--- config.mk ---
export PLATFORM = sky130hd
export DESIGN_NAME = aw_path_top
export DESIGN_NICKNAME = d
export VERILOG_FILES = /design/src/design/axi_pkg.sv /design/src/design/addr_map_pkg.sv /design/src/design/aw_path_top.sv /design/src/design/aw_default_slave.sv /design/src/design/aw_reg_slice.sv /design/src/design/aw_arb_decoder.sv
export SDC_FILE = /design/constraint.sdc
export NUM_CORES = 1
export LEC_CHECK = 0
export BUFFER_PORTS_ARGS = -buffer_cell sky130_fd_sc_hd__buf_2
export CAP_MARGIN = 25
export CORE_MARGIN = 2
export CORE_UTILIZATION = 59
export CTS_BUF_LIST = sky130_fd_sc_hd__clkbuf_8
export CTS_CLUSTER_SIZE = 10
export DETAILED_ROUTE_END_ITERATION = 16
export PLACE_DENSITY = 0.92
export SKIP_LAST_GASP = 1
export SYNTH_ARGS = -nofsm -noshare
export SYNTH_HDL_FRONTEND = slang
export SYNTH_SLANG_ARGS = --single-unit
--- constraint.sdc ---
create_clock -name clk -period 15.5 [get_ports clk]
set_input_delay 2.325 -clock clk [delete_from_list [all_inputs] [get_ports clk]]
set_output_delay 2.325 -clock clk [all_outputs]
set_load 0.03 [all_outputs]
--- src/design/axi_pkg.sv ---
package axi_pkg;

  // Master side ID and the widened slave side ID
  localparam int id_bits = 4;
  localparam int ids_bits = id_bits + 1;

  // Write-address field widths
  localparam int addr_bits = 32;
  localparam int len_bits = 8;
  localparam int size_bits = 3;
  localparam int burst_bits = 2;

  // Prefix above the master ID, used later to route the write response back
  localparam logic master_0_id = 1'b0;
  localparam logic master_1_id = 1'b1;

  // Arbiter grant lock
  typedef enum logic [1:0] {
    lock_free = 2'd0,
    lock_m0   = 2'd1,
    lock_m1   = 2'd2
  } arb_lock_t;

endpackage
--- src/design/addr_map_pkg.sv ---
package addr_map_pkg;

  // Upper address bits pick the region
  localparam int region_bits = 16;

  localparam logic [region_bits-1:0] region_s0 = 16'h0000;
  localparam logic [region_bits-1:0] region_s1 = 16'h1000;

  typedef struct packed {
    logic [region_bits-1:0]                    region;
    logic [axi_pkg::addr_bits-region_bits-1:0] offset;
  } aw_region_t;

  // One address word, seen raw or split into region and offset
  typedef union packed {
    logic [axi_pkg::addr_bits-1:0] word;
    aw_region_t                    field;
  } aw_addr_t;

  // Routing target
  typedef enum logic [1:0] {
    sel_s0      = 2'd0,
    sel_s1      = 2'd1,
    sel_default = 2'd2
  } slave_sel_t;

endpackage

--- src/design/aw_path_top.sv ---
module aw_path_top (
  input  logic                           clk,
  input  logic                           rstn,
  // Master 0
  input  logic [axi_pkg::id_bits-1:0]    id_m0,
  input  logic [axi_pkg::addr_bits-1:0]  addr_m0,
  input  logic [axi_pkg::len_bits-1:0]   len_m0,
  input  logic [axi_pkg::size_bits-1:0]  size_m0,
  input  logic [axi_pkg::burst_bits-1:0] burst_m0,
  input  logic                           valid_m0,
  output logic                           ready_m0,
  // Master 1
  input  logic [axi_pkg::id_bits-1:0]    id_m1,
  input  logic [axi_pkg::addr_bits-1:0]  addr_m1,
  input  logic [axi_pkg::len_bits-1:0]   len_m1,
  input  logic [axi_pkg::size_bits-1:0]  size_m1,
  input  logic [axi_pkg::burst_bits-1:0] burst_m1,
  input  logic                           valid_m1,
  output logic                           ready_m1,
  // Slave 0
  output logic [axi_pkg::ids_bits-1:0]   id_s0,
  output logic [axi_pkg::addr_bits-1:0]  addr_s0,
  output logic [axi_pkg::len_bits-1:0]   len_s0,
  output logic [axi_pkg::size_bits-1:0]  size_s0,
  output logic [axi_pkg::burst_bits-1:0] burst_s0,
  output logic                           valid_s0,
  input  logic                           ready_s0,
  // Slave 1
  output logic [axi_pkg::ids_bits-1:0]   id_s1,
  output logic [axi_pkg::addr_bits-1:0]  addr_s1,
  output logic [axi_pkg::len_bits-1:0]   len_s1,
  output logic [axi_pkg::size_bits-1:0]  size_s1,
  output logic [axi_pkg::burst_bits-1:0] burst_s1,
  output logic                           valid_s1,
  input  logic                           ready_s1,
  // Decode errors
  output logic [15:0]                    decerr_count,
  output logic [axi_pkg::addr_bits-1:0]  decerr_addr,
  output logic [axi_pkg::ids_bits-1:0]   decerr_id
);

  // Decoder outputs toward slice 0, slice 1 and the default slave
  logic [axi_pkg::ids_bits-1:0]   id_sl0, id_sl1, id_dft;
  logic [axi_pkg::addr_bits-1:0]  addr_sl0, addr_sl1, addr_dft;
  logic [axi_pkg::len_bits-1:0]   len_sl0, len_sl1, len_dft;
  logic [axi_pkg::size_bits-1:0]  size_sl0, size_sl1, size_dft;
  logic [axi_pkg::burst_bits-1:0] burst_sl0, burst_sl1, burst_dft;
  logic                           valid_sl0, valid_sl1, valid_dft;
  logic                           ready_sl0, ready_sl1, ready_dft;

  aw_arb_decoder u_arb_dec (
    .id_s0    (id_sl0),
    .addr_s0  (addr_sl0),
    .len_s0   (len_sl0),
    .size_s0  (size_sl0),
    .burst_s0 (burst_sl0),
    .valid_s0 (valid_sl0),
    .ready_s0 (ready_sl0),
    .id_s1    (id_sl1),
    .addr_s1  (addr_sl1),
    .len_s1   (len_sl1),
    .size_s1  (size_sl1),
    .burst_s1 (burst_sl1),
    .valid_s1 (valid_sl1),
    .ready_s1 (ready_sl1),
    .id_s2    (id_dft),
    .addr_s2  (addr_dft),
    .len_s2   (len_dft),
    .size_s2  (size_dft),
    .burst_s2 (burst_dft),
    .valid_s2 (valid_dft),
    .ready_s2 (ready_dft),
    .*
  );

  aw_reg_slice u_slice_s0 (
    .id_in     (id_sl0),
    .addr_in   (addr_sl0),
    .len_in    (len_sl0),
    .size_in   (size_sl0),
    .burst_in  (burst_sl0),
    .valid_in  (valid_sl0),
    .ready_in  (ready_sl0),
    .id_out    (id_s0),
    .addr_out  (addr_s0),
    .len_out   (len_s0),
    .size_out  (size_s0),
    .burst_out (burst_s0),
    .valid_out (valid_s0),
    .ready_out (ready_s0),
    .*
  );

  aw_reg_slice u_slice_s1 (
    .id_in     (id_sl1),
    .addr_in   (addr_sl1),
    .len_in    (len_sl1),
    .size_in   (size_sl1),
    .burst_in  (burst_sl1),
    .valid_in  (valid_sl1),
    .ready_in  (ready_sl1),
    .id_out    (id_s1),
    .addr_out  (addr_s1),
    .len_out   (len_s1),
    .size_out  (size_s1),
    .burst_out (burst_s1),
    .valid_out (valid_s1),
    .ready_out (ready_s1),
    .*
  );

  aw_default_slave u_default (
    .id    (id_dft),
    .addr  (addr_dft),
    .len   (len_dft),
    .size  (size_dft),
    .burst (burst_dft),
    .valid (valid_dft),
    .ready (ready_dft),
    .*
  );

endmodule

--- src/design/aw_default_slave.sv ---
module aw_default_slave (
  input  logic                           clk,
  input  logic                           rstn,
  input  logic [axi_pkg::ids_bits-1:0]   id,
  input  logic [axi_pkg::addr_bits-1:0]  addr,
  input  logic [axi_pkg::len_bits-1:0]   len,
  input  logic [axi_pkg::size_bits-1:0]  size,
  input  logic [axi_pkg::burst_bits-1:0] burst,
  input  logic                           valid,
  output logic                           ready,
  output logic [15:0]                    decerr_count,
  output logic [axi_pkg::addr_bits-1:0]  decerr_addr,
  output logic [axi_pkg::ids_bits-1:0]   decerr_id
);

  addr_map_pkg::aw_addr_t addr_u;
  logic                   fire;

  assign addr_u = addr;
  assign fire   = valid && ready;

  // Accepts everything once out of reset, count sticks at max
  always_ff @(posedge clk or negedge rstn) begin
    if (!rstn) begin
      ready        <= 1'b0;
      decerr_count <= '0;
    end else begin
      ready <= 1'b1;
      if (fire && decerr_count != 16'hffff) begin
        decerr_count <= decerr_count + 16'd1;
      end
    end
  end

  always_ff @(posedge clk) begin
    if (fire) begin
      decerr_addr <= addr_u.word;
      decerr_id   <= id;
    end
  end

  // Mapped regions must have been steered elsewhere by the decoder
  a_unmapped: assert property (@(posedge clk) disable iff (!rstn)
    fire |-> addr_u.field.region != addr_map_pkg::region_s0 &&
             addr_u.field.region != addr_map_pkg::region_s1);

  // Request held while the first cycle after reset stalls it
  a_req_hold: assert property (@(posedge clk) disable iff (!rstn)
    valid && !ready |=> valid && $stable({id, addr, len, size, burst}));

endmodule

--- src/design/aw_reg_slice.sv ---
module aw_reg_slice (
  input  logic                           clk,
  input  logic                           rstn,
  // Upstream
  input  logic [axi_pkg::ids_bits-1:0]   id_in,
  input  logic [axi_pkg::addr_bits-1:0]  addr_in,
  input  logic [axi_pkg::len_bits-1:0]   len_in,
  input  logic [axi_pkg::size_bits-1:0]  size_in,
  input  logic [axi_pkg::burst_bits-1:0] burst_in,
  input  logic                           valid_in,
  output logic                           ready_in,
  // Downstream
  output logic [axi_pkg::ids_bits-1:0]   id_out,
  output logic [axi_pkg::addr_bits-1:0]  addr_out,
  output logic [axi_pkg::len_bits-1:0]   len_out,
  output logic [axi_pkg::size_bits-1:0]  size_out,
  output logic [axi_pkg::burst_bits-1:0] burst_out,
  output logic                           valid_out,
  input  logic                           ready_out
);

  logic [axi_pkg::ids_bits + axi_pkg::addr_bits + axi_pkg::len_bits +
         axi_pkg::size_bits + axi_pkg::burst_bits - 1:0] in_pay, main_pay, skid_pay;
  logic main_vld;
  logic skid_vld;
  logic in_fire;
  logic out_fire;
  logic main_load;

  assign in_pay = {id_in, addr_in, len_in, size_in, burst_in};

  // Ready comes straight off the skid flop, so no path from ready_out
  assign ready_in  = !skid_vld;
  assign in_fire   = valid_in && ready_in;
  assign out_fire  = main_vld && ready_out;
  assign main_load = !main_vld || out_fire;

  always_ff @(posedge clk or negedge rstn) begin
    if (!rstn) begin
      main_vld <= 1'b0;
      skid_vld <= 1'b0;
    end else if (main_load) begin
      main_vld <= skid_vld || in_fire;
      skid_vld <= 1'b0;
    end else if (in_fire) begin
      skid_vld <= 1'b1;
    end
  end

  // Skid entry is older than anything arriving now
  always_ff @(posedge clk) begin
    if (main_load) begin
      main_pay <= skid_vld ? skid_pay : in_pay;
    end
    if (in_fire && !main_load) begin
      skid_pay <= in_pay;
    end
  end

  assign {id_out, addr_out, len_out, size_out, burst_out} = main_pay;
  assign valid_out = main_vld;

  a_out_stable: assert property (@(posedge clk) disable iff (!rstn)
    valid_out && !ready_out |=> valid_out && $stable(main_pay));

endmodule

--- src/design/aw_arb_decoder.sv ---
module aw_arb_decoder (
  input  logic                           clk,
  input  logic                           rstn,
  // Master 0
  input  logic [axi_pkg::id_bits-1:0]    id_m0,
  input  logic [axi_pkg::addr_bits-1:0]  addr_m0,
  input  logic [axi_pkg::len_bits-1:0]   len_m0,
  input  logic [axi_pkg::size_bits-1:0]  size_m0,
  input  logic [axi_pkg::burst_bits-1:0] burst_m0,
  input  logic                           valid_m0,
  output logic                           ready_m0,
  // Master 1
  input  logic [axi_pkg::id_bits-1:0]    id_m1,
  input  logic [axi_pkg::addr_bits-1:0]  addr_m1,
  input  logic [axi_pkg::len_bits-1:0]   len_m1,
  input  logic [axi_pkg::size_bits-1:0]  size_m1,
  input  logic [axi_pkg::burst_bits-1:0] burst_m1,
  input  logic                           valid_m1,
  output logic                           ready_m1,
  // Slave 0
  output logic [axi_pkg::ids_bits-1:0]   id_s0,
  output logic [axi_pkg::addr_bits-1:0]  addr_s0,
  output logic [axi_pkg::len_bits-1:0]   len_s0,
  output logic [axi_pkg::size_bits-1:0]  size_s0,
  output logic [axi_pkg::burst_bits-1:0] burst_s0,
  output logic                           valid_s0,
  input  logic                           ready_s0,
  // Slave 1
  output logic [axi_pkg::ids_bits-1:0]   id_s1,
  output logic [axi_pkg::addr_bits-1:0]  addr_s1,
  output logic [axi_pkg::len_bits-1:0]   len_s1,
  output logic [axi_pkg::size_bits-1:0]  size_s1,
  output logic [axi_pkg::burst_bits-1:0] burst_s1,
  output logic                           valid_s1,
  input  logic                           ready_s1,
  // Default slave
  output logic [axi_pkg::ids_bits-1:0]   id_s2,
  output logic [axi_pkg::addr_bits-1:0]  addr_s2,
  output logic [axi_pkg::len_bits-1:0]   len_s2,
  output logic [axi_pkg::size_bits-1:0]  size_s2,
  output logic [axi_pkg::burst_bits-1:0] burst_s2,
  output logic                           valid_s2,
  input  logic                           ready_s2
);

  axi_pkg::arb_lock_t            lock_q;
  axi_pkg::arb_lock_t            lock_nxt;
  logic                          gnt_m0;
  logic                          gnt_m1;
  logic [axi_pkg::ids_bits-1:0]  id_g;
  addr_map_pkg::aw_addr_t        addr_g;
  logic [axi_pkg::len_bits-1:0]  len_g;
  logic [axi_pkg::size_bits-1:0] size_g;
  logic [axi_pkg::burst_bits-1:0] burst_g;
  logic                          valid_g;
  logic                          ready_g;
  addr_map_pkg::slave_sel_t      sel;

  always_ff @(posedge clk or negedge rstn) begin
    if (!rstn) begin
      lock_q <= axi_pkg::lock_free;
    end else begin
      lock_q <= lock_nxt;
    end
  end

  // Fixed priority to m0 while free
  always_comb begin
    gnt_m0 = 1'b0;
    gnt_m1 = 1'b0;
    case (lock_q)
      axi_pkg::lock_m0: gnt_m0 = 1'b1;
      axi_pkg::lock_m1: gnt_m1 = 1'b1;
      default: begin
        gnt_m0 = valid_m0;
        gnt_m1 = !valid_m0 && valid_m1;
      end
    endcase
  end

  always_comb begin
    lock_nxt = axi_pkg::lock_free;
    if (valid_g && !ready_g) begin
      lock_nxt = gnt_m0 ? axi_pkg::lock_m0 : axi_pkg::lock_m1;
    end else if (gnt_m0 && valid_m1) begin
      // Hand over on completion so both masters alternate
      lock_nxt = axi_pkg::lock_m1;
    end else if (gnt_m1 && valid_m0) begin
      lock_nxt = axi_pkg::lock_m0;
    end
  end

  // Granted request, master bit above the ID
  always_comb begin
    id_g    = '0;
    addr_g  = '0;
    len_g   = '0;
    size_g  = '0;
    burst_g = '0;
    valid_g = 1'b0;
    if (gnt_m0) begin
      id_g    = {axi_pkg::master_0_id, id_m0};
      addr_g  = addr_m0;
      len_g   = len_m0;
      size_g  = size_m0;
      burst_g = burst_m0;
      valid_g = valid_m0;
    end else if (gnt_m1) begin
      id_g    = {axi_pkg::master_1_id, id_m1};
      addr_g  = addr_m1;
      len_g   = len_m1;
      size_g  = size_m1;
      burst_g = burst_m1;
      valid_g = valid_m1;
    end
  end

  always_comb begin
    if (addr_g.field.region == addr_map_pkg::region_s0) begin
      sel = addr_map_pkg::sel_s0;
    end else if (addr_g.field.region == addr_map_pkg::region_s1) begin
      sel = addr_map_pkg::sel_s1;
    end else begin
      sel = addr_map_pkg::sel_default;
    end
  end

  // Unselected ports stay at zero
  assign {id_s0, addr_s0, len_s0, size_s0, burst_s0, valid_s0} =
    (sel == addr_map_pkg::sel_s0) ?
    {id_g, addr_g.word, len_g, size_g, burst_g, valid_g} : '0;
  assign {id_s1, addr_s1, len_s1, size_s1, burst_s1, valid_s1} =
    (sel == addr_map_pkg::sel_s1) ?
    {id_g, addr_g.word, len_g, size_g, burst_g, valid_g} : '0;
  assign {id_s2, addr_s2, len_s2, size_s2, burst_s2, valid_s2} =
    (sel == addr_map_pkg::sel_default) ?
    {id_g, addr_g.word, len_g, size_g, burst_g, valid_g} : '0;

  always_comb begin
    case (sel)
      addr_map_pkg::sel_s0: ready_g = ready_s0;
      addr_map_pkg::sel_s1: ready_g = ready_s1;
      default:              ready_g = ready_s2;
    endcase
  end

  assign ready_m0 = gnt_m0 && ready_g;
  assign ready_m1 = gnt_m1 && ready_g;

  // Stalled master keeps its request up and stable
  a_hold_m0: assert property (@(posedge clk) disable iff (!rstn)
    gnt_m0 && valid_m0 && !ready_m0 |=>
    valid_m0 && $stable({id_m0, addr_m0, len_m0, size_m0, burst_m0}));
  a_hold_m1: assert property (@(posedge clk) disable iff (!rstn)
    gnt_m1 && valid_m1 && !ready_m1 |=>
    valid_m1 && $stable({id_m1, addr_m1, len_m1, size_m1, burst_m1}));

  a_one_slave: assert property (@(posedge clk) disable iff (!rstn)
    $onehot0({valid_s0, valid_s1, valid_s2}));

endmodule

==> impl_metrics.yaml <==
hold_path:
  hp-start: "u_default.decerr_count[10]"
  min_path_type: "reg -> reg"
power:
  power_leakage_nw: 5.56
  pwr_density_cell_mw_per_mm2: 202
  ir_worst_vdd_mv: 0.147
worst_setup_path:
  cp-start-kind: "input port"
  crit_top_cell: "buf_2"
  critical-path-max-stage-delay_ns: 0.42
  worstPathCellList: "buf_2 > nor4_1 > and4_1 > a2bb2oi_4 > buf_4 > mux2i_2 > a21oi_1 > buf_2"
  cpLargestDelayFamily: "simple AND/OR/NAND/NOR gates"
  worstSetupPathType: "in -> out"
  cp-endpoint: "ready_m1"
  startpoint: "addr_m1[23]"
  r2r_cells: 11
  cp.depth: 8
  cp_max_fo: 40
  worstPathRequired_ns: 13.18
  critPathSlowestCell: "nor4_1"
  crit_arrival_ns: 4.38
  end_kind: "output pin"
  rr_endpoint: "u_slice_s1.skid_pay[23]"
  crit_buf_inv: 3
  r2r_slack_ns: 11.58
  r2r_start: "u_arb_dec.lock_q[0]"
floorplan:
  start_util: 0.603
  core_area_sq_mm: 0.0173
  ios: 261
  die_w_microns: 137
  die-area_sq_mm: 0.0187
  rows: 48
  die_height_microns: 137
timing:
  setup_violations: 0
  worst_slew_pin_slew_ns: 0.956
  finalHoldViolCount: 0
  holdWs_ns: 0.495
  clock_skew_ns: 0.0179
  fin_crit_ns: 6.71
  fmax_mhz: 149
  setup_tns_ns: 0
  report.final.slew_viol_count: 0
  relSlewSlack: 0.363
  min_period_over_period: 0.433
  rsz0062_at_grt: "false"
routing:
  wl_per_cell_microns: 18.7
  wirelength_mm: 23.3
  first_pass_iters: 5
  viasPerCell: 5.52
  num_vias: 6894
  route.detailed.drc: 0
  drtIter0Drc: 500
  ant_nets: 0
clocking:
  clk_pin_slew_ns: 0.06
  tritoncts: "yes"
  cts_setup_buffers: 0
  cts_hold_buf: 0
  clk_latency_ns: 0.53
  root_buffer: "clkbuf_8"
  postCtsResizedCells: 0
  numCtsBuffers: 41
  cts_sinks: 260
  htree_num_levels: 2
  cts_buffer_depth: 3
global_routing:
  grt_pass1_wl_mm: 35.3
  antenna_found_initial: 0
  grt_max_degree: 75
  grt_pass1_vias: 6718
  grt_overflow: 0
  grt_usage: 0.251
logic_synthesis:
  yosysWarningCount: 0
  ys_seq_area_frac: 0.738
  yosysUniqueCellTypes: 41
  synthCells: 698
  post_synth.cell_area_avg_sq_um: 14.9
  syn_area_sq_mm: 0.0104
  ys_ff_latch: 260
placement:
  io_buffer_count: 260
  hpwlAfterDp_mm: 15.1
  gp_congestion: 0.795
final_layout:
  n_antenna_cell: 0
  area_growth_pct: 22.7
  drive_gt1_frac: 0.361
  nets: 1105
job:
  max_cap_violations: 0
run_status:
  status: "complete, no violations"
## cell usage in the layout, fill, tap and decap left out, types with 28 or more instances in the layout
cell,instances
a22o_1,28
and2_1,44
buf_2,260
clkbuf_8,47
conb_1,32
edfxtp_1,237
mux2_2,28
nand2_1,56
nor2_1,79
o31ai_1,42
## worst min-delay path by stage
stage	to	depth (start not counted)	slack (ns)
after floorplan	u_slice_s0.main_pay[48]	2	0.49
after global placement	u_default.decerr_count[10]	1	0.47
after detailed placement	u_default.decerr_count[10]	1	0.49
after CTS	u_default.decerr_count[10]	1	0.50
after global routing	u_default.decerr_count[10]	1	0.51
final	u_default.decerr_count[10]	1	0.50
## power by group
part           internal (W)  total [W]  switching [W]  leakage, nW
registers           0.00100    0.00105      0.0000473         2.78
logic              0.000272    0.00101       0.000737         2.37
clock network      0.000276   0.000530       0.000254        0.405
## layout make-up
class,instances,area [sq um]
flip-flops and latches,260,7690
fillers,1068,4510
multi-input cells,419,2650
repair buffers,271,1400
clock buffers,47,647
well taps,225,282
clock inverters,23,103
inverters,5,18.8
## flip-flops by register name, summed over array words and instances, names as in the netlist, 2 cells and up
| register | count |
|---|---|
| u_default.decerr_id | 5 |
| u_arb_dec.lock_q | 2 |
| u_slice_s0.skid_pay | 50 |
| u_slice_s1.skid_pay | 50 |
| u_slice_s0.main_pay | 50 |
| u_default.decerr_addr | 32 |
| u_slice_s1.main_pay | 50 |
| u_default.decerr_count | 16 |
## Yosys cell counts, drive strengths merged
cell / n / area, sq um
a21oi: 4 / 20.0
a22o: 28 / 245
a22oi: 20 / 150
a2bb2oi: 1 / 26.3
a32oi: 1 / 16.3
and2: 44 / 275
and2b: 1 / 10.0
and3: 16 / 100
and3b: 1 / 8.76
and4: 2 / 17.5
buf: 24 / 129
clkbuf: 20 / 75.1
conb: 2 / 7.51
dfrtp: 23 / 576
edfxtp: 237 / 7120
ha: 3 / 37.5
inv: 5 / 18.8
mux2: 28 / 315
mux2i: 4 / 43.8
nand2: 57 / 216
nand2b: 4 / 32.5
nand3: 7 / 35.0
nand3b: 3 / 22.5
nand4: 5 / 31.3
nand4b: 1 / 23.8
nor2: 79 / 297
nor2b: 2 / 12.5
nor3: 7 / 35.0
nor4: 6 / 37.5
o21a: 2 / 22.5
o21ai: 4 / 20.0
o31a: 1 / 8.76
o31ai: 42 / 315
xnor2: 2 / 17.5
xor2: 12 / 105
## cell families after synthesis
group	count (synthesis)	synth area share
other	2	0.000721
XOR/XNOR	14	0.0118
AND/OR/NAND/NOR	235	0.111
multiplexers	32	0.0345
adder cells (fa/ha/maj)	3	0.00360
AO/OA/AOI/OAI	103	0.0791
buffers and inverters	49	0.0214
flip-flops	260	0.738
## through the flow
stage	util	total power, W	std cells	area (sq um)	worst slack [ns]
final	0.739	0.00259	1250	12800	8.79
after global routing	0.739	0.00272	1250	12800	8.61
after CTS	0.738	0.00260	1249	12800	8.77
after detailed placement	0.695	0.00207	1179	12000	8.77
after global placement	0.695	0.00203	1179	12000	8.82
after floorplan	-	0.00178	728	10500	7.79
## per-layer routing
| layer | part of all wire | GRT usage | vias up |
|---|---|---|---|
| li1 | - | - | 3192 |
| met1 | 0.39 | 0.320 | 3329 |
| met2 | 0.51 | 0.431 | 338 |
| met3 | 0.075 | 0.0530 | 35 |
| met4 | 0.022 | 0.0865 | 0 |
| met5 | 0 | 0 | - |
(Power assumes the default switching activity.)
